===== src/pkt_pkg.sv =====
package pkt_pkg;

    //==============================
    // Data path sizes
    //==============================
    // Bytes carried by one data beat
    localparam int DATA_BYTE_WID = 8;
    localparam int DATA_WID = DATA_BYTE_WID * 8;
    // Byte lane select bits within a beat
    localparam int BYTE_SEL_WID = $clog2(DATA_BYTE_WID);

    // Packet metadata and byte length
    localparam int META_WID = 6;
    localparam int LEN_WID = 10;
    // Beat count of the longest encodable length, rounded up
    localparam int BEAT_WID = LEN_WID + 1 - BYTE_SEL_WID;

    //==============================
    // Memory and buffer sizes
    //==============================
    localparam int PLAY_DEPTH = 64;
    localparam int CAP_DEPTH = 128;
    localparam int ADDR_WID = $clog2(PLAY_DEPTH);
    localparam int CAP_ADDR_WID = $clog2(CAP_DEPTH);

    // Packet FIFO, also the playback credit pool
    localparam int FIFO_DEPTH = 16;
    localparam int FIFO_PTR_WID = $clog2(FIFO_DEPTH);
    localparam int FIFO_CNT_WID = $clog2(FIFO_DEPTH + 1);

    // Capture input stage, also the FIFO-to-capture credit pool
    localparam int CAP_IN_DEPTH = 2;
    localparam int CAP_IN_PTR_WID = $clog2(CAP_IN_DEPTH);
    localparam int CAP_CRED_WID = $clog2(CAP_IN_DEPTH + 1);

    //==============================
    // Header layout
    //==============================
    // Len in the low bits, meta above it
    typedef struct packed {
        logic [DATA_WID-META_WID-LEN_WID-1:0] pad;
        logic [META_WID-1:0]                  meta;
        logic [LEN_WID-1:0]                   len;
    } pkt_hdr_t;

    // One FIFO word, seen as header or as raw beat
    // The is_hdr bit travelling alongside picks the view
    typedef union packed {
        pkt_hdr_t            hdr;
        logic [DATA_WID-1:0] data;
    } fifo_word_u;

    // Number of data beats for a byte length, ceil(len / DATA_BYTE_WID)
    function automatic logic [BEAT_WID-1:0] beat_count(input logic [LEN_WID-1:0] len);
        logic [LEN_WID:0] rounded;
        rounded = {1'b0, len} + (LEN_WID + 1)'(DATA_BYTE_WID - 1);
        return rounded[LEN_WID:BYTE_SEL_WID];
    endfunction

endpackage


===== src/packet_playback.sv =====
module packet_playback (
    input  logic                               clk,
    input  logic                               rst_n,
    // Playback memory load
    input  logic                               play_wr_en,
    input  logic [pkt_pkg::ADDR_WID-1:0]       play_wr_addr,
    input  logic [pkt_pkg::DATA_WID-1:0]       play_wr_data,
    // Start command
    input  logic                               start,
    input  logic [pkt_pkg::ADDR_WID-1:0]       start_addr,
    input  logic [pkt_pkg::LEN_WID-1:0]        start_len,
    input  logic [pkt_pkg::META_WID-1:0]       start_meta,
    output logic                               busy,
    // Credit link towards the FIFO
    input  logic                               pb_credit,
    output logic                               pb_valid,
    output logic                               pb_is_hdr,
    output pkt_pkg::fifo_word_u                pb_word
);

    typedef enum logic [1:0] {
        ST_IDLE,
        ST_HDR,
        ST_DATA
    } state_t;

    state_t                            state;
    logic [pkt_pkg::DATA_WID-1:0]      play_mem [pkt_pkg::PLAY_DEPTH];
    logic [pkt_pkg::ADDR_WID-1:0]      rd_addr;
    logic [pkt_pkg::LEN_WID-1:0]       pkt_len;
    logic [pkt_pkg::META_WID-1:0]      pkt_meta;
    logic [pkt_pkg::BEAT_WID-1:0]      beats_left;
    logic [pkt_pkg::FIFO_CNT_WID-1:0]  credit;

    //==============================
    // Playback memory
    //==============================
    // Written by the load port only
    always_ff @(posedge clk)
    begin
        if (play_wr_en)
        begin
            play_mem[play_wr_addr] <= play_wr_data;
        end
    end

    //==============================
    // Word generation
    //==============================
    assign busy = (state != ST_IDLE);
    // Any busy cycle with credit in hand sends one word
    assign pb_valid = busy && (credit != '0);
    assign pb_is_hdr = (state == ST_HDR);

    always_comb
    begin
        // Pad bits of the header stay zero
        pb_word = '0;
        if (state == ST_HDR)
        begin
            pb_word.hdr.meta = pkt_meta;
            pb_word.hdr.len = pkt_len;
        end
        else
        begin
            pb_word.data = play_mem[rd_addr];
        end
    end

    // Credit pool, starts full
    always_ff @(posedge clk or negedge rst_n)
    begin
        if (!rst_n)
            credit <= pkt_pkg::FIFO_CNT_WID'(pkt_pkg::FIFO_DEPTH);
        else
            credit <= credit + pkt_pkg::FIFO_CNT_WID'(pb_credit)
                      - pkt_pkg::FIFO_CNT_WID'(pb_valid);
    end

    // Header fields held for the whole packet
    always_ff @(posedge clk)
    begin
        if (start && !busy)
        begin
            pkt_len <= start_len;
            pkt_meta <= start_meta;
        end
    end

    // Packet FSM
    always_ff @(posedge clk or negedge rst_n)
    begin
        if (!rst_n)
        begin
            state <= ST_IDLE;
            rd_addr <= '0;
            beats_left <= '0;
        end
        else
        begin
            case (state)
                ST_IDLE:
                begin
                    if (start)
                    begin
                        state <= ST_HDR;
                        rd_addr <= start_addr;
                        beats_left <= pkt_pkg::beat_count(start_len);
                    end
                end
                ST_HDR:
                begin
                    // Zero length packet ends with its header
                    if (pb_valid)
                        state <= (beats_left == '0) ? ST_IDLE : ST_DATA;
                end
                ST_DATA:
                begin
                    if (pb_valid)
                    begin
                        // Address wraps around the memory
                        rd_addr <= rd_addr + 1'b1;
                        beats_left <= beats_left - 1'b1;
                        if (beats_left == pkt_pkg::BEAT_WID'(1))
                            state <= ST_IDLE;
                    end
                end
                default:
                    state <= ST_IDLE;
            endcase
        end
    end

endmodule


===== config.mk =====
export PLATFORM = sky130hd
export DESIGN_NAME = packet_playback
export DESIGN_NICKNAME = d
export VERILOG_FILES = /design/src/pkt_pkg.sv /design/src/packet_playback.sv
export SDC_FILE = /design/constraint.sdc
export NUM_CORES = 2
export LEC_CHECK = 0
export BUFFER_PORTS_ARGS = -buffer_cell sky130_fd_sc_hd__buf_4
export CAP_MARGIN = 20
export CORE_UTILIZATION = 45
export CTS_BUF_LIST = sky130_fd_sc_hd__clkbuf_4 sky130_fd_sc_hd__clkbuf_8
export DETAILED_ROUTE_END_ITERATION = 6
export PLACE_DENSITY = 0.62
export SLEW_MARGIN = 20
export SYNTH_ARGS = -nofsm -noshare
export SYNTH_HDL_FRONTEND = slang
export SYNTH_SLANG_ARGS = --single-unit

===== constraint.sdc =====
create_clock -name clk -period 5.2 [get_ports clk]
set_clock_uncertainty 0.2 [all_clocks]
set_input_delay 0.52 -clock clk [delete_from_list [all_inputs] [get_ports clk]]
set_output_delay 0.52 -clock clk [all_outputs]
set_load 0.02 [all_outputs]

Yosys cells after proc, flatten, opt, wreduce, memory -nomap -nowiden
Memory sizes are Yosys's and may differ from the RTL's.
Index checks and enable logic that the tools add are counted.

storage, ports and cells
  memories kept = 1
  bits of input ports = 97
  memory bits (writable) = 4,096
  register bits = 37
  logic and storage cells = 45

memories
  memory    depth  width  rd ports  clocked after Yosys merged registers in  write ports  line                   source
  play_mem  64     64     1         0                                        1            packet_playback.sv:28  logic [pkt_pkg::DATA_WID-1:0] play_mem [pkt_pkg::PLAY_DEPTH];

operators by class
  reduce and logical (&&, ||, !) cells = 10
  multiplexer cells = 16
  add/sub/neg operators = 5
  eq/ne operators = 7

operators by type and width
  cell                                                                number
  48-bit 2-to-1 mux                                                   1
  16-bit 2-to-1 mux                                                   1
  8-bit 2-to-1 mux                                                    2
  8-bit one-hot mux with 2 select lines                               1
  6-bit 2-to-1 mux                                                    2
  6-bit one-hot mux with 2 select lines                               1
  10-bit by 3-bit adder with 11-bit output, second input constant     1
  2-bit 2-to-1 mux                                                    5
  8-bit by 1-bit == test with 1-bit output, second input constant     1
  8-bit logical NOT                                                   1
  2-bit inequality test, second input constant                        4
  8-bit by 1-bit subtractor with 8-bit output, second input constant  1
  6-bit by 1-bit adder with 6-bit output, second input constant       1
  2-bit one-hot mux with 3 select lines                               1
  5-bit by 1-bit adder with 5-bit output                              1
  5-bit nonzero test                                                  1
  5-bit by 1-bit subtractor with 5-bit output                         1
  4-bit AND reduction                                                 1
  2-bit nonzero test                                                  2
  3-bit AND reduction                                                 1
  2-bit by 1-bit == test with 1-bit output, second input constant     1
  2-bit == test, second input constant                                1
  1-bit logical AND                                                   2
  2-bit logical NOT                                                   1
  other kinds (2)                                                     3

Longest topological paths before layout
  depth in word-level cells = 4
  gate-level depth with buffers = 12
  depth with buffers taken out = 12

Worst setup path before layout
No wires, ideal clock.

  path kind = input-to-reg
  from = input play_wr_addr[3] (netlist name)
  to = memory play_mem[48][0] (netlist name), enable pin
  path slack = -935 ps
  cell stages on the path = 4
  arrival = 5,371 ps
  data required time = 4,436 ps
  path through = clkbuf_1 > nor2b_1 > nand4b_1 > nor3_1

RTL lines
  item             line                   source
  start, declared  packet_playback.sv:6   input logic [pkt_pkg::ADDR_WID-1:0] play_wr_addr,
  end, declared    packet_playback.sv:28

No word-level cell before the write port.

==> out/qor.txt <==
Cell-by-cell trace of the critical path = buf_12 -> buf_12 -> buf_16 -> buf_12 -> mux4_2 -> nor2b_1 -> a2111oi_2 -> a2111oi_2 -> buf_4 -> a31o_2 -> buf_4
Number of sinks driven by the clock tree = 4133
Number of fill cells in the layout = 26700
Core occupancy in the finished layout = 52.0%
Overall die width = 595 µm
Hold path startpoint = start_addr[3]
Number of enable-type register cells in the synthesized netlist = 4112
Drt via density = 6.37
Post-DP HPWL = 241000 µm
Async set or reset register ratio after synthesis = 0.508%
Critical path's slowest cell = sky130_fd_sc_hd__mux4_2
List of most frequent post-synthesis cells = 4112 x sky130_fd_sc_hd__edfxtp_1, 1111 x sky130_fd_sc_hd__mux4_2, 219 x sky130_fd_sc_hd__mux2i_1
Compound-cell area share of the yosys netlist = 1.78%
Clock slew at the register clock pins of the worst setup and hold paths = 0.07 ns
Kind of path behind the tightest hold check = in2reg
Core area = 349000 µm²
Synth unique cells = 65
Final Hold Fails = 0
Routed WL = 464000 µm
CTS root buffer = sky130_fd_sc_hd__clkbuf_8
Footprint of the flip-flops and latches = 124000 µm²
IR drop worst, VDD = 0.412 mV
Inserted Clock Buffers = 645
Adder-cell share of the synthesized area = 0.0918%
Synthesis-stage register bit count = 4133
Slew of the pin with the lowest slew margin = 1.16 ns
Share of cell area taken by muxes after synthesis = 17.3%
First-pass detailed-route iteration total = 5
Net total in the final layout = 7625
Main combinational cell family by area after synthesis = multiplexers
Detailed Route Iter0 Violations = 11300
Count of mapped cells out of synthesis = 6601
Xor-xnor portion of the synthesized cell area = 0.0499%
F_max = 196 MHz
Synthesized-area fraction occupied by and/or/nand/nor cells = 0.958%
Final instance area = 182000 µm²
Latest clock arrival within the worst-skew pair = 1.23 ns
Initial Utilization = 45.2%
Non-filler instance count after layout = 12600
Leftover overflow at the end of global routing = 0
Crit-path most repeated cell = sky130_fd_sc_hd__buf_12
Vias in the first global route = 79600
Detailed-route DRC error count = 0
CTS tree = built
Placed insts = 11300
Global-route wire length before repair = 636000 µm
Wire per inst = 36.7 µm
Maximum number of pins on one net before global-route repair = 82
Final WS setup = 0.0901 ns
Unrepaired setup endpoints after global routing = true
Top cell type's share of synthesized area = 78.1%
Crit path buffers/inverters = 6
Count of max-cap constraint violations = 0
Die area = 354000 µm²
Number of routed nets with antenna violations = 0
Beginning of the critical path = rd_addr[0]
Post-synth design cell area = 158000 µm²
Die span in y = 595 µm
Overall power = 91.7 mW
Worst setup EP type = output port
I/O pin total = 164
Final Cycle Share = 98.3%
Max-slew violation count = 0
Highest cell delay on the worst timing path = 0.50 ns
WS Path Type = reg2out
Top Family by Delay on Critical Path = buffers and inverters
LEAKAGE = 57.6 nW
Multi-input gate area in the final layout = 32600 µm²
GP Congestion = 0.786
Number of antenna violations at the first check in global routing = 42
Place WS = 0.722 ns
Growth of design area from synthesis to finish = 15.1%
Run status = finished, final reports clean
Fraction of layout instances using a drive strength above 1 = 34.4%
Synth warn = 0
Crit-path max FO = 31
Number of core rows = 217
Post-Synthesis Mean Instance Area = 23.9 µm²
Leading area contributor after synthesis = sky130_fd_sc_hd__edfxtp_1
Pwr/cell area = 504 nW/µm²
Synth top area cells = sky130_fd_sc_hd__edfxtp_1 78%, sky130_fd_sc_hd__mux4_2 16%, sky130_fd_sc_hd__mux2i_1 1.4%
Post-place instance area = 167000 µm²
Depth of the CTS H-tree = 6
I/O Buffers = 163
Primary flip-flop cell chosen by synthesis mapping = sky130_fd_sc_hd__edfxtp_1
Critical R2R Launch = credit[2]
Number of buffers on the longest clock path = 4
Net count after synthesis = 6709
Cell with the most instances after synthesis = sky130_fd_sc_hd__edfxtp_1
Via total after detailed routing = 80400
Worst Path Arrival = 4.39 ns
Global-route total usage across every layer = 25.9%
Setup violations, final = 0
Worst slew margin relative to its limit = 22.9%
Kind of launch point of the worst setup path = register
Data required time at the worst endpoint = 4.48 ns
Min Tclk post-route = 5.11 ns
Sequential element share of the synthesized area = 78.5%
## layout make-up
cell class	instances	area share, %
Antenna cell	16	0.0220
Clock buffer	886	5.90
Clock inverter	261	0.919
Inverter	17	0.0365
Multi-Input combinational cell	2092	17.9
Sequential cell	4133	68.2
Tap cell	4599	3.16
Timing Repair Buffer	628	3.83
## cells by family after synthesis
| group | count (synthesis) |
|---|---|
| simple gates | 330 |
| mux | 1344 |
| flops | 4133 |
| fa+ha+maj | 11 |
| compound gates | 397 |
| buf+inv | 377 |
| xor+xnor | 9 |
## power by group
part	switching [mW]	internal, mW
sequential	0.325	37.0
clock	12.8	13.9
combinational	15.0	12.6
total	28.1	63.5
## metal layers
| layer | share of wire, % | global-route usage, % | vias to the layer above |
|---|---|---|---|
| li1 | - | - | 30500 |
| met1 | 39 | 38.1 | 44100 |
| met2 | 47 | 40.6 | 5113 |
| met3 | 11 | 4.78 | 734 |
| met4 | 2.5 | 6.04 | 18 |
| met5 | 0.027 | 0 | - |
## worst reg2reg max path: cells and delay by family (launching register included)
kind	cells	cell delay, ns
XOR/XNOR	1	0.13
adder cells (fa/ha/maj)	4	1.14
AO/OA/AOI/OAI	1	0.15
buffers and inverters	2	0.12
AND/OR/NAND/NOR	4	1.04
flip-flops	1	0.38
## cell usage in the layout (no fill, tap or decap), types with 12 or more instances in the layout
| cell | count |
|---|---|
| sky130_fd_sc_hd__clkinvlp_4 | 20 |
| sky130_fd_sc_hd__clkbuf_8 | 651 |
| sky130_fd_sc_hd__clkbuf_4 | 235 |
| sky130_fd_sc_hd__clkinv_2 | 56 |
| sky130_fd_sc_hd__nor3_1 | 14 |
| sky130_fd_sc_hd__a211oi_1 | 52 |
| sky130_fd_sc_hd__nor2b_1 | 30 |
| sky130_fd_sc_hd__buf_16 | 17 |
| sky130_fd_sc_hd__o211ai_1 | 12 |
| sky130_fd_sc_hd__clkinv_1 | 140 |
| sky130_fd_sc_hd__mux2_2 | 14 |
| sky130_fd_sc_hd__buf_12 | 119 |
| sky130_fd_sc_hd__a21oi_1 | 26 |
| sky130_fd_sc_hd__buf_6 | 12 |
| sky130_fd_sc_hd__inv_8 | 12 |
| sky130_fd_sc_hd__dlygate4sd3_1 | 120 |
| sky130_fd_sc_hd__dfrtp_1 | 14 |
| sky130_fd_sc_hd__o21ai_1 | 19 |
| sky130_fd_sc_hd__o21ai_0 | 47 |
| sky130_fd_sc_hd__diode_2 | 16 |
| sky130_fd_sc_hd__edfxtp_1 | 4112 |
| sky130_fd_sc_hd__inv_1 | 14 |
| sky130_fd_sc_hd__nor2_1 | 33 |
| sky130_fd_sc_hd__nand2_1 | 103 |
| sky130_fd_sc_hd__o22ai_1 | 65 |
| sky130_fd_sc_hd__a221oi_1 | 24 |
| sky130_fd_sc_hd__a22oi_1 | 48 |
| sky130_fd_sc_hd__mux4_2 | 1111 |
| sky130_fd_sc_hd__mux2i_1 | 218 |
| sky130_fd_sc_hd__inv_6 | 14 |
| sky130_fd_sc_hd__buf_4 | 355 |
| sky130_fd_sc_hd__nand3_1 | 31 |
| sky130_fd_sc_hd__nor2_4 | 66 |
## per-stage QoR
| step | hold WS (ns) | setup TNS, ns |
|---|---|---|
| floorplan | 0.0244 | 0 |
| global placement | 0.240 | 0 |
| detailed placement | 0.248 | 0 |
| CTS | 0.00523 | -0.0603 |
| global route | 0.0243 | -0.178 |
| finish | 0.0852 | 0 |
## flip-flops by register name, summed over array words and instances (netlist names)
| register | flops |
|---|---|
| play_mem | 4096 |
| pkt_len | 10 |
| beats_left | 8 |
| pkt_meta | 6 |
| rd_addr | 6 |
| credit | 5 |
| state | 2 |
## timing repair
item                                    4_1_cts  5_1_grt
resized for setup                            40       32
cloned                                        4        0
buffers inserted                             17       14
hold endpoints to repair                   4408        0
hold buffers                                121        0
endpoints found under the setup margin       61       25
## final timing paths
kind                               endpoint  slack, ns  depth (start not counted)
worst min register to register    credit[4]       0.36                          2
worst min-delay path             rd_addr[3]       0.09                          4
min in group asynchronous        rd_addr[0]       0.16                          4
max in group asynchronous         credit[4]       4.37                          4
worst max-delay path            pb_word[51]       0.09                         11
worst max register to register    credit[4]       1.96                         12
Note: power is estimated with default switching activity, not from simulation.
