## config.mk

```make
export PLATFORM = sky130hd
export DESIGN_NAME = packet_fifo
export DESIGN_NICKNAME = d
export VERILOG_FILES = /design/src/pkt_pkg.sv /design/src/packet_fifo.sv
export SDC_FILE = /design/constraint.sdc
export NUM_CORES = 1
export LEC_CHECK = 0
export BUFFER_PORTS_ARGS = -buffer_cell sky130_fd_sc_hd__buf_2
export CORE_MARGIN = 2
export CORE_UTILIZATION = 23
export CTS_CLUSTER_DIAMETER = 100
export DETAILED_ROUTE_END_ITERATION = 6
export MAX_ROUTING_LAYER = met4
export SKIP_CTS_REPAIR_TIMING = 1
export SLEW_MARGIN = 30
export SYNTH_ARGS = -nofsm -noshare
export SYNTH_HDL_FRONTEND = slang
export SYNTH_SLANG_ARGS = --single-unit
```

## constraint.sdc

```tcl
create_clock -name clk -period 5.4 [get_ports clk]
set_clock_uncertainty 0.2 [all_clocks]
set_input_delay 0.81 -clock clk [delete_from_list [all_inputs] [get_ports clk]]
set_output_delay 0.81 -clock clk [all_outputs]
set_load 0.05 [all_outputs]
```

## src/pkt_pkg.sv

```systemverilog
package pkt_pkg;

    //==============================
    // Data path sizes
    //==============================
    // Bytes carried by one data beat
    localparam int DATA_BYTE_WID = 8;
    localparam int DATA_WID = DATA_BYTE_WID * 8;
    // Byte lane select bits within a beat
    localparam int BYTE_SEL_WID = $clog2(DATA_BYTE_WID);

    // Packet metadata and byte length
    localparam int META_WID = 6;
    localparam int LEN_WID = 10;
    // Beat count of the longest encodable length, rounded up
    localparam int BEAT_WID = LEN_WID + 1 - BYTE_SEL_WID;

    //==============================
    // Memory and buffer sizes
    //==============================
    localparam int PLAY_DEPTH = 64;
    localparam int CAP_DEPTH = 128;
    localparam int ADDR_WID = $clog2(PLAY_DEPTH);
    localparam int CAP_ADDR_WID = $clog2(CAP_DEPTH);

    // Packet FIFO, also the playback credit pool
    localparam int FIFO_DEPTH = 16;
    localparam int FIFO_PTR_WID = $clog2(FIFO_DEPTH);
    localparam int FIFO_CNT_WID = $clog2(FIFO_DEPTH + 1);

    // Capture input stage, also the FIFO-to-capture credit pool
    localparam int CAP_IN_DEPTH = 2;
    localparam int CAP_IN_PTR_WID = $clog2(CAP_IN_DEPTH);
    localparam int CAP_CRED_WID = $clog2(CAP_IN_DEPTH + 1);

    //==============================
    // Header layout
    //==============================
    // Len in the low bits, meta above it
    typedef struct packed {
        logic [DATA_WID-META_WID-LEN_WID-1:0] pad;
        logic [META_WID-1:0]                  meta;
        logic [LEN_WID-1:0]                   len;
    } pkt_hdr_t;

    // One FIFO word, seen as header or as raw beat
    // The is_hdr bit travelling alongside picks the view
    typedef union packed {
        pkt_hdr_t            hdr;
        logic [DATA_WID-1:0] data;
    } fifo_word_u;

    // Number of data beats for a byte length, ceil(len / DATA_BYTE_WID)
    function automatic logic [BEAT_WID-1:0] beat_count(input logic [LEN_WID-1:0] len);
        logic [LEN_WID:0] rounded;
        rounded = {1'b0, len} + (LEN_WID + 1)'(DATA_BYTE_WID - 1);
        return rounded[LEN_WID:BYTE_SEL_WID];
    endfunction

endpackage

```

## src/packet_fifo.sv

```systemverilog
module packet_fifo (
    input  logic                 clk,
    input  logic                 rst_n,
    // From playback
    input  logic                 pb_valid,
    input  logic                 pb_is_hdr,
    input  pkt_pkg::fifo_word_u  pb_word,
    output logic                 pb_credit,
    // To capture
    input  logic                 cap_credit,
    output logic                 cap_valid,
    output logic                 cap_is_hdr,
    output pkt_pkg::fifo_word_u  cap_word
);

    pkt_pkg::fifo_word_u               word_mem [pkt_pkg::FIFO_DEPTH];
    logic                              hdr_mem [pkt_pkg::FIFO_DEPTH];
    logic [pkt_pkg::FIFO_PTR_WID-1:0]  wr_ptr;
    logic [pkt_pkg::FIFO_PTR_WID-1:0]  rd_ptr;
    logic [pkt_pkg::FIFO_CNT_WID-1:0]  count;
    logic [pkt_pkg::CAP_CRED_WID-1:0]  credit;

    //==============================
    // Storage
    //==============================
    // Playback credits guarantee a free entry
    always_ff @(posedge clk)
    begin
        if (pb_valid)
        begin
            word_mem[wr_ptr] <= pb_word;
            hdr_mem[wr_ptr] <= pb_is_hdr;
        end
    end

    // Head entry, shown as soon as it is written
    assign cap_word = word_mem[rd_ptr];
    assign cap_is_hdr = hdr_mem[rd_ptr];

    //==============================
    // Send and credit return
    //==============================
    // One word per cycle while capture has room
    assign cap_valid = (count != '0) && (credit != '0);
    // Sending the head frees its entry
    assign pb_credit = cap_valid;

    // Pointers wrap on the power-of-two depth
    always_ff @(posedge clk or negedge rst_n)
    begin
        if (!rst_n)
        begin
            wr_ptr <= '0;
            rd_ptr <= '0;
            count <= '0;
        end
        else
        begin
            if (pb_valid)
                wr_ptr <= wr_ptr + 1'b1;
            if (cap_valid)
                rd_ptr <= rd_ptr + 1'b1;
            count <= count + pkt_pkg::FIFO_CNT_WID'(pb_valid)
                     - pkt_pkg::FIFO_CNT_WID'(cap_valid);
        end
    end

    // Capture link credits, one per input stage entry
    always_ff @(posedge clk or negedge rst_n)
    begin
        if (!rst_n)
            credit <= pkt_pkg::CAP_CRED_WID'(pkt_pkg::CAP_IN_DEPTH);
        else
            credit <= credit + pkt_pkg::CAP_CRED_WID'(cap_credit)
                      - pkt_pkg::CAP_CRED_WID'(cap_valid);
    end

endmodule

```

# Yosys cells after proc, flatten, opt, wreduce, memory -nomap -nowiden
# Memory sizes are Yosys's and may differ from the RTL's.
# Index checks and enable logic that the tools add are counted.
[word_totals] word_cells=17 ram_bits=1040 ff_bits=15 output_inout_bits=67 memories=2
[classes] add_sub_neg=6 n_reduce_logical=3 muxes=2
[memory_table] name="word_mem" words=16 word_bits=64 read_ports=1 rd_clocked_by_memory_dff=0 wr=1 line="packet_fifo.sv:16" rtl="pkt_pkg::fifo_word_u word_mem [pkt_pkg::FIFO_DEPTH];"
[memory_table] name="hdr_mem" words=16 word_bits=1 read_ports=1 rd_clocked_by_memory_dff=0 wr=1 line="packet_fifo.sv:17" rtl="logic hdr_mem [pkt_pkg::FIFO_DEPTH];"
[op_table] op="4-bit by 1-bit adder with 4-bit output (second input constant)" count=2
[op_table] op="5-bit by 1-bit adder with 5-bit output" count=1
[op_table] op="5-bit nonzero test" count=1
[op_table] op="5-bit by 1-bit subtractor with 5-bit output" count=1
[op_table] op="2-bit by 1-bit adder with 2-bit output" count=1
[op_table] op="1-bit 2-to-1 mux" count=2
[op_table] op="2-bit nonzero test" count=1
[op_table] op="2-bit by 1-bit subtractor with 2-bit output" count=1
[op_table] op="1-bit logical AND" count=1

# Depth between registers and ports, before layout
# Gate-level depths: netlist of the first run.
[logic_depth] ltp_word=3 depth_mapped=10 depth_no_buf=10

# Least setup slack after synthesis of the first run
# No wires, ideal clock.
[synth_timing] kind="input to register" from="input port pb_valid" to="memory hdr_mem[3] (enable)" t_arrival_ns=5.636 required_ns=4.632 setup_time_ns=0.568 setup_slack_ns=-1.004 path_stages=3 path_buffers=1 path_cell_list="clkbuf_1 -> nand2_1 -> nor3_1"
[synth_via] elab_chain_len=2
[synth_rtl] element="start: declaration" line="packet_fifo.sv:5" rtl="input logic pb_valid,"
[synth_rtl] element="1-bit 2-to-1 mux" line="packet_fifo.sv:29" rtl="if (pb_valid)"
[synth_rtl] element="1-bit 2-to-1 mux (implied by the code)" line="packet_fifo.sv:32" rtl="hdr_mem[wr_ptr] <= pb_is_hdr;"
[synth_rtl] element="end: declaration" line="packet_fifo.sv:17"
# No other way between the ends.

==> results of run 1 <==
## through the flow
| stage | area, sq um | instances |
|---|---|---|
| final | 47200 | 4288 |
| after CTS | 47200 | 4280 |
| after floorplan | 39700 | 1675 |
| after global routing | 47200 | 4287 |
| after detailed placement | 43700 | 4077 |
| after global placement | 43600 | 4073 |
## logic make-up after synthesis
family | Yosys count | synth area share
flip-flops | 1055 | 0.796
buffers and inverters | 95 | 0.0133
AND/OR/NAND/NOR | 104 | 0.0109
adder cells (fa/ha/maj) | 12 | 0.00397
XOR/XNOR | 11 | 0.00243
AO/OA/AOI/OAI | 137 | 0.0256
multiplexers | 261 | 0.148
## placed cells by master (no fill, tap or decap), types with 10 or more instances in the layout
master        n
ha_1         11
edfxtp_1   1040
buf_2       135
clkbuf_16   108
buf_12       26
nand2_1      73
nor2_4       13
mux4_2      260
clkinv_2     24
a22oi_1     130
clkinv_1     31
clkbuf_1     10
dfrtp_1      12
buf_4        17
## routing by layer
metal  track usage  vias to the layer above  part of all wire
met1         0.139                     9800              0.41
met2         0.186                      488              0.51
met5             -                        -                 0
met4        0.0333                        0             0.026
met3        0.0217                      176             0.049
li1              -                     7606                 -
## sequential cells by signal, indices dropped and copies added, names as in the netlist
name      flops
count         5
wr_ptr        4
hdr_mem      16
credit        2
word_mem   1024
rd_ptr        4
## worst max-delay path, cell delays in order (launching register included)
cell and delay (ns):
dfrtp_4 1.03, buf_12 0.43, mux4_2 0.36, a22oi_1 0.25, nand2_1 0.21, buf_2 0.27
## layout make-up
cell class / count / share of cell area
multi-input combinational: 525 / 0.164
inverter: 5 / 0.000397
antenna: 7 / 0.000371
clock buffer: 120 / 0.0586
tap: 2310 / 0.0612
timing repair buffer: 183 / 0.0306
sequential: 1055 / 0.669
clock inverter: 83 / 0.0158
## power breakdown
| part | switching [mW] | leakage, nW | total, mW | internal [mW] |
|---|---|---|---|---|
| clock | 3.21 | 1.71 | 7.27 | 4.07 |
| combinational | 5.78 | 3.36 | 8.81 | 3.04 |
| sequential | 0.373 | 9.57 | 10.2 | 9.86 |
## worst paths after layout
kind / to / slack [ns]
max: cap_word[58] / 0.97
min: credit[0] / 0.14
max reg2reg: word_mem[15][23] / 2.41
min reg2reg: credit[1] / 0.33
max in group asynchronous: credit[1] / 4.29
min in group asynchronous: credit[0] / 0.37
==> impl_metrics.env, run 1 <==
export IMPL_outcome="finished clean"
export IMPL_regArea_sq_um=31600
export IMPL_num_vias=18100
export IMPL_synth_top_area_share=0.786
export IMPL_setup_viol=0
export IMPL_fp_dieH_um=420
export IMPL_ios=136
export IMPL_start_kind="flip-flop"
export IMPL_synth_most_common_cell="edfxtp_1"
export IMPL_portBuffers=135
export IMPL_wl_per_cell_um=22.6
export IMPL_grt_pass1_wl_mm=138
export IMPL_grt_antenna_before_repair=21
export IMPL_syn_avg_cell_area_sq_um=23.7
export IMPL_required_ns=4.39
export IMPL_drive_above_1_share=0.319
export IMPL_fp_row_count=152
export IMPL_die_x_um=420
export IMPL_clockRootBuffer="clkbuf_16"
export IMPL_fmax_ghz=0.225
export IMPL_min_period_over_period=0.821
export IMPL_ys_types=32
export IMPL_cts_sinks=1055
export IMPL_finalPower_mw=26.3
export IMPL_synthTopCellsByCount="edfxtp_1, mux4_2, a22oi_1"
export IMPL_grt_ovfl_total=0
export IMPL_yosysWarnings=0
export IMPL_synthArstFlopShare=0.0142
export IMPL_path_max_fanout=64
export IMPL_hold_path_class="in2reg"
export IMPL_grt_pass1_vias=18900
export IMPL_initial_core_util=0.231
export IMPL_hpwl_mm=50.7
export IMPL_cts_made_buffers=108
export IMPL_multi_input_area_sq_um=7730
export IMPL_finalWirelength_mm=96.9
export IMPL_cp_end_kind="output pin"
export IMPL_grt_max_degree=66
export IMPL_path_class="reg2out"
export IMPL_cap_violations=0
export IMPL_die_area_sq_um=176000
export IMPL_netlist_top_cells_area="edfxtp_1, mux4_2, a22oi_1"
export IMPL_routabilityCongestion=0.678
export IMPL_drt_iter0_markers=1672
export IMPL_whs_ns=0.136
export IMPL_synth_edff_count=1040
export IMPL_nNetsFinal=1959
export IMPL_hold_path_depth=2
export IMPL_drt_pass1_iter_count=5
export IMPL_tightest_slew_ns=1.01
export IMPL_viasPerCell=4.21
export IMPL_finalMaxSlewViolations=0
export IMPL_p_per_area_nw_per_um2=557
export IMPL_rsz0062_at_grt="false"
export IMPL_ff2ff_path_depth=3
export IMPL_critPathLaunch="rd_ptr[1]"
export IMPL_fillers=16900
export IMPL_place_ws_ns=1.69
export IMPL_peakVddDrop_uv=365
export IMPL_fin_setup_tns_ns=0
export IMPL_cp_arrival_ns=3.42
export IMPL_hp_start="cap_credit"
export IMPL_synth_top_area_cell="edfxtp_1"
export IMPL_synthCells=1675
export IMPL_clock_latency_ns=0.75
export IMPL_max_clock_path_buffers=3
export IMPL_cts_tree="yes"
export IMPL_synth_main_ff_cell="edfxtp_1"
export IMPL_core_area_sq_um=172000
export IMPL_fin_util=0.275
export IMPL_htreeDepth=3
export IMPL_area_growth_pct=18.9
export IMPL_ys_seq_area_frac=0.796
export IMPL_mappedNetlistArea_sq_um=39700
export IMPL_grtUsageTotal=0.112
export IMPL_drc=0
export IMPL_finalCriticalPeriod_ns=4.43
export IMPL_power_leakage_nw=14.6
export IMPL_fin_ws_ns=0.965
export IMPL_r2r_start="wr_ptr[2]"
export IMPL_clk_pin_slew_ns=0.07
export IMPL_hold_viol=0
export IMPL_syn_num_nets=1756
export IMPL_slew_headroom=0.328
export IMPL_ys_ff_latch=1055
export IMPL_ant_nets=0
Note: power is estimated with default switching activity, not from simulation.
==> run 2, diff against run 1 <==
==> constraint.sdc (replaced) <==
create_clock -name clk -period 3.9 [get_ports clk]
set_clock_uncertainty 0.2 [all_clocks]
set_input_delay 0.585 -clock clk [delete_from_list [all_inputs] [get_ports clk]]
set_output_delay 0.585 -clock clk [all_outputs]
set_load 0.05 [all_outputs]
==> run 2 against run 1 <==
  * Via count increased by 0.82%
  * Setup slack worse by 0.75 ns
  * Clock power increased by 38%
  * Combinational power grew 45%
  * First-iteration DRC count fell by 6.2%
  * Global-route usage rose by 0.15 points
  * Register-to-register slack got worse by 1.2 ns
  * Hold slack worse by 0.11 ns
  * Cell area rose by 0.99%
==> impl_metrics.env, run 2 (same netlist as run 1, synthesis figures left out) <==
export IMPL_crit_buf_inv=4
export IMPL_power_leakage_nw=14.9
export IMPL_critPathTopFamily="buffers and inverters"
export IMPL_ios=136
export IMPL_path_max_fanout=23
export IMPL_design_area_sq_um=47700
export IMPL_grt_ovfl_total=0
export IMPL_setup_viol=0
export IMPL_peakVddDrop_uv=542
export IMPL_place_ws_ns=0.748
export IMPL_portBuffers=135
export IMPL_hold_path_depth=1
export IMPL_htreeDepth=3
export IMPL_crit_path_top_delay_cell="mux4_2"
export IMPL_place_area_sq_um=44200
export IMPL_initial_core_util=0.231
export IMPL_rsz0062_at_grt="false"
export IMPL_fin_ws_ns=0.218
export IMPL_hpwl_mm=53.6
export IMPL_fp_row_count=152
export IMPL_outcome="finished clean"
export IMPL_critical_path_max_stage_delay_ns=0.52
export IMPL_min_period_over_period=0.944
export IMPL_ant_nets=0
export IMPL_final_cell_mix="edfxtp_1, mux4_2, buf_2"
export IMPL_cpMostUsedCell="buf_12"
export IMPL_clockRootBuffer="clkbuf_16"
export IMPL_viasPerCell=4.21
export IMPL_grt_max_degree=66
export IMPL_finalCriticalPeriod_ns=3.68
export IMPL_die_x_um=420
export IMPL_area_growth_pct=20.1
export IMPL_finalWirelength_mm=98.4
export IMPL_finalPower_mw=36.8
export IMPL_required_ns=3.12
export IMPL_largest_reg_flops=1024
export IMPL_finalMaxSlewViolations=0
export IMPL_max_clock_path_buffers=3
export IMPL_cell_internal_pwr_mw=24.0
export IMPL_fmax_ghz=0.272
export IMPL_p_sw_frac=0.349
export IMPL_crit_cells=7
export IMPL_grt_antenna_before_repair=24
export IMPL_cap_violations=0
export IMPL_start_kind="flip-flop"
export IMPL_grtUsageTotal=0.114
export IMPL_clk_pin_slew_ns=0.06
export IMPL_cts_made_buffers=106
export IMPL_p_per_area_nw_per_um2=772
export IMPL_num_vias=18200
export IMPL_power_switching_mw=12.9
export IMPL_core_area_sq_um=172000
export IMPL_clock_latency_ns=0.73
export IMPL_grt_pass1_vias=19200
export IMPL_cts_sinks=1055
export IMPL_worst_r2r_setup_slack_ns=1.22
export IMPL_ff2ff_path_depth=3
export IMPL_grt_pass1_wl_mm=140
export IMPL_hold_viol=0
export IMPL_clkPwrFrac=0.273
export IMPL_fp_dieH_um=420
export IMPL_power_frac_seq=0.380
export IMPL_nNetsFinal=2003
export IMPL_top_regs="word_mem (1024), hdr_mem (16), count (5)"
export IMPL_die_area_sq_um=176000
export IMPL_cp_end_kind="output pin"
export IMPL_cts_tree="yes"
export IMPL_whs_ns=0.0244
export IMPL_wl_per_cell_um=22.8
export IMPL_combPwrFrac=0.347
export IMPL_tightest_slew_ns=0.806
export IMPL_path_class="reg2out"
export IMPL_crit_chain="buf_12, buf_12, buf_12, mux4_2, a22oi_1, nand2_1, buf_2"
export IMPL_routabilityCongestion=0.695
export IMPL_drc=0
export IMPL_final_common_cell="edfxtp_1"
export IMPL_cp_arrival_ns=2.90
export IMPL_drt_iter0_markers=1568
export IMPL_drive_above_1_share=0.323
export IMPL_slew_headroom=0.462
export IMPL_drt_pass1_iter_count=5
export IMPL_hold_path_class="in2reg"
export IMPL_top_register="word_mem"
[run 2: changes by cell type in the layout (fill, tap and decap cells not counted), moves of 14 or more]
cell | previous run | this run
buf_12 | 26 | 48
buf_4 | 17 | 41
clkbuf_1 | 10 | 24
clkinv_2 | 24 | 5
[run 2: power groups by stage]
stage	clock network, mW	registers (mW)	logic, mW
floorplan	0	14.2	8.84
global placement	0	14.3	13.0
detailed placement	0	14.3	13.0
CTS	10.3	14.1	13.0
global route	10.7	14.1	13.6
finish	10.0	14.0	12.8
[run 2: per-layer routing]
metal,global-route usage,vias to the layer above,wire length (um)
met5,-,-,0
met4,0.0344,0,2710
met3,0.0236,157,5340
met2,0.188,512,49900
met1,0.140,9857,40400
li1,-,7692,-
[run 2: layout make-up]
type / instances / area, sq um
Tap cell: 2310 / 2890
Multi-Input combinational cell: 525 / 7730
Timing Repair Buffer: 229 / 2000
Antenna cell: 11 / 27.5
Fill cell: 16900 / 124000
Sequential cell: 1055 / 31600
Inverter: 5 / 18.8
Clock inverter: 57 / 628
Clock buffer: 132 / 2790
[run 2: worst paths after layout]
path | end | from
max | cap_word[25] | rd_ptr[0]
min | word_mem[0][57] | pb_word[57]
max reg2reg | word_mem[14][47] | wr_ptr[2]
min reg2reg | credit[1] | credit[1]
max in group asynchronous | credit[1] | rst_n
min in group asynchronous | count[1] | rst_n
[run 2: stage by stage]
| stage | util | setup TNS, ns | instances |
|---|---|---|---|
| 3_5_place_dp | 0.258 | 0 | 4118 |
| 2_1_floorplan | - | -461.75 | 1675 |
| 3_3_place_gp | 0.258 | 0 | 4117 |
| 6_report | 0.278 | 0 | 4324 |
| 5_1_grt | 0.278 | 0 | 4322 |
| 4_1_cts | 0.278 | -0.204 | 4307 |
==> run 3, diff against run 2 <==
--- a/config.mk
+++ b/config.mk
@@ -8,9 +8,11 @@
 export BUFFER_PORTS_ARGS = -buffer_cell sky130_fd_sc_hd__buf_2
 export CORE_MARGIN = 2
 export CORE_UTILIZATION = 23
+export CTS_BUF_LIST = sky130_fd_sc_hd__clkbuf_4
 export CTS_CLUSTER_DIAMETER = 100
 export DETAILED_ROUTE_END_ITERATION = 6
 export MAX_ROUTING_LAYER = met4
+export SETUP_SLACK_MARGIN = 0.05
 export SKIP_CTS_REPAIR_TIMING = 1
 export SLEW_MARGIN = 30
 export SYNTH_ARGS = -nofsm -noshare
==> run 3 against run 2 <==
  * The flow now finishes with violations (setup timing)
  * Setup slack got worse by 0.33 ns
  * Combinational power increased by 18%
  * Via count increased by 9.4%
  * Cell count increased by 8.9%
  * Sequential share of layout area decreased by 2.6 points
  * Fmax decreased by 8.3%
  * Core utilization increased by 1.1 points
  * Non-clock buffer count increased by 110
  * Critical path type unchanged
  * Largest cell class unchanged
  * Largest power group is now combinational cells
==> impl_metrics.env, run 3 (same netlist as run 1, synthesis figures left out) <==
export IMPL_outcome="finished with violations"
export IMPL_violations="setup timing"
export IMPL_routabilityCongestion=0.695
export IMPL_power_frac_seq=0.366
export IMPL_design_area_sq_um=49700
export IMPL_cp_arrival_ns=3.23
export IMPL_fin_util=0.290
export IMPL_top_regs="word_mem (1024), hdr_mem (16), count (5)"
export IMPL_rr_endpoint="word_mem[14][47]"
export IMPL_crit_chain="buf_12, buf_16, buf_8, mux4_2, a22oi_1, nand2_1, buf_6"
export IMPL_top_register="word_mem"
export IMPL_cts_made_buffers=287
export IMPL_final_cell_mix="edfxtp_1, clkbuf_4, mux4_2"
export IMPL_worst_r2r_setup_slack_ns=1.19
export IMPL_fp_dieH_um=420
export IMPL_die_x_um=420
export IMPL_area_growth_pct=25.1
export IMPL_cp_endpoint="cap_word[22]"
export IMPL_ios=136
export IMPL_fmax_ghz=0.249
export IMPL_cts_tree="yes"
export IMPL_cts_sinks=1055
export IMPL_start_kind="flip-flop"
export IMPL_viasPerCell=4.24
export IMPL_tightest_slew_ns=0.838
export IMPL_p_per_area_nw_per_um2=770
export IMPL_power_switching_mw=13.7
export IMPL_initial_core_util=0.231
export IMPL_finalPower_mw=38.2
export IMPL_finalCriticalPeriod_ns=4.01
export IMPL_ant_nets=0
export IMPL_grtUsageTotal=0.116
export IMPL_drt_iter0_markers=1656
export IMPL_crit_cells=7
export IMPL_hold_viol=0
export IMPL_num_vias=19900
export IMPL_r2r_start="wr_ptr[2]"
export IMPL_drive_above_1_share=0.446
export IMPL_fin_ws_ns=-0.114
export IMPL_slew_headroom=0.440
export IMPL_die_area_sq_um=176000
export IMPL_power_leakage_nw=16.0
export IMPL_place_area_sq_um=44200
export IMPL_required_ns=3.12
export IMPL_fp_row_count=152
export IMPL_drt_pass1_iter_count=5
export IMPL_wl_per_cell_um=21.9
export IMPL_clkPwrFrac=0.239
export IMPL_finalWirelength_mm=103
export IMPL_cell_internal_pwr_mw=24.6
export IMPL_grt_max_degree=66
export IMPL_combPwrFrac=0.394
export IMPL_peakVddDrop_uv=543
export IMPL_finalMaxSlewViolations=0
export IMPL_drc=0
export IMPL_critPathTopFamily="buffers and inverters"
export IMPL_grt_antenna_before_repair=15
export IMPL_clock_latency_ns=1.16
export IMPL_cp_end_kind="output pin"
export IMPL_max_clock_path_buffers=4
export IMPL_setup_viol=58
export IMPL_grt_pass1_vias=20900
export IMPL_grt_ovfl_total=0
export IMPL_critical_path_max_stage_delay_ns=0.50
export IMPL_core_area_sq_um=172000
export IMPL_place_ws_ns=0.748
export IMPL_crit_buf_inv=4
export IMPL_final_common_cell="edfxtp_1"
export IMPL_fillers=16900
export IMPL_ff2ff_path_depth=3
export IMPL_crit_path_top_delay_cell="mux4_2"
export IMPL_nNetsFinal=2295
export IMPL_grt_pass1_wl_mm=143
export IMPL_portBuffers=135
export IMPL_path_class="reg2out"
export IMPL_rsz0062_at_grt="true"
export IMPL_clockRootBuffer="clkbuf_4"
export IMPL_htreeDepth=5
export IMPL_p_sw_frac=0.357
export IMPL_critPathLaunch="rd_ptr[0]"
export IMPL_hpwl_mm=53.6
export IMPL_cap_violations=0
export IMPL_clk_pin_slew_ns=0.07
export IMPL_path_max_fanout=6
export IMPL_min_period_over_period=1.03
export IMPL_hold_path_class="in2reg"
export IMPL_largest_reg_flops=1024
-- run 3: cell types whose count changed in the layout (fill, tap and decap cells not counted), sizes merged --
| cell | before | now |
|---|---|---|
| clkbuf | 132 | 404 |
| dlygate4sd3 | 3 | 70 |
| buf | 226 | 257 |
| clkinv | 39 | 52 |
| bufinv | 11 | 4 |
| diode | 11 | 16 |
| inv | 8 | 13 |
| clkinvlp | 4 | 0 |
| and2 | 1 | 2 |
-- run 3: per-layer routing --
layer / wire [um] / up-vias / global-route usage
li1: - / 8488 / -
met1: 42500 / 10600 / 0.136
met5: 0 / - / -
met3: 5730 / 156 / 0.0313
met2: 52400 / 651 / 0.193
met4: 2370 / 0 / 0.0407
-- run 3: area by class of cell --
cell class,count,area [sq um],share of cell area
diodes,16,40.0,0.000806
clock buffers,392,2940,0.0593
clock inverters,64,354,0.00713
inverters,5,18.8,0.000378
multi-input cells,526,8170,0.164
flip-flops and latches,1055,31600,0.637
well taps,2310,2890,0.0582
repair buffers,339,3640,0.0733
-- run 3: how the worst min path moves through the flow --
stage / cells after the start / to / start
6_report: 3 / wr_ptr[0] / pb_valid
5_1_grt: 2 / word_mem[11][19] / pb_word[19]
4_1_cts: 1 / count[4] / rst_n
3_5_place_dp: 1 / count[4] / rst_n
3_3_place_gp: 1 / credit[0] / rst_n
2_1_floorplan: 0 / count[0] / rst_n
-- run 3: power by group through the flow --
stage / combinational [mW] / clock (mW) / sequential [mW]
floorplan: 8.84 / 0 / 14.2
global placement: 13.0 / 0 / 14.3
detailed placement: 13.0 / 0 / 14.3
CTS: 13.1 / 9.51 / 14.1
global route: 15.9 / 10.1 / 14.1
finish: 15.1 / 9.15 / 14.0
-- run 3: through the flow --
stage / hold slack (ns) / setup TNS [ns] / instances
finish: 0.108 / -3.14 / 4707
global route: 0.00441 / -17.01 / 4707
CTS: -1.06 / -32.67 / 4574
detailed placement: 0.322 / 0 / 4118
global placement: 0.319 / 0 / 4117
floorplan: 0.0894 / -461.75 / 1675
-- run 3: tightest hold or removal path, cell delays in order --
cell           delay (ns)
dlygate4sd3_1        0.53
buf_2                0.22
xor2_1               0.09
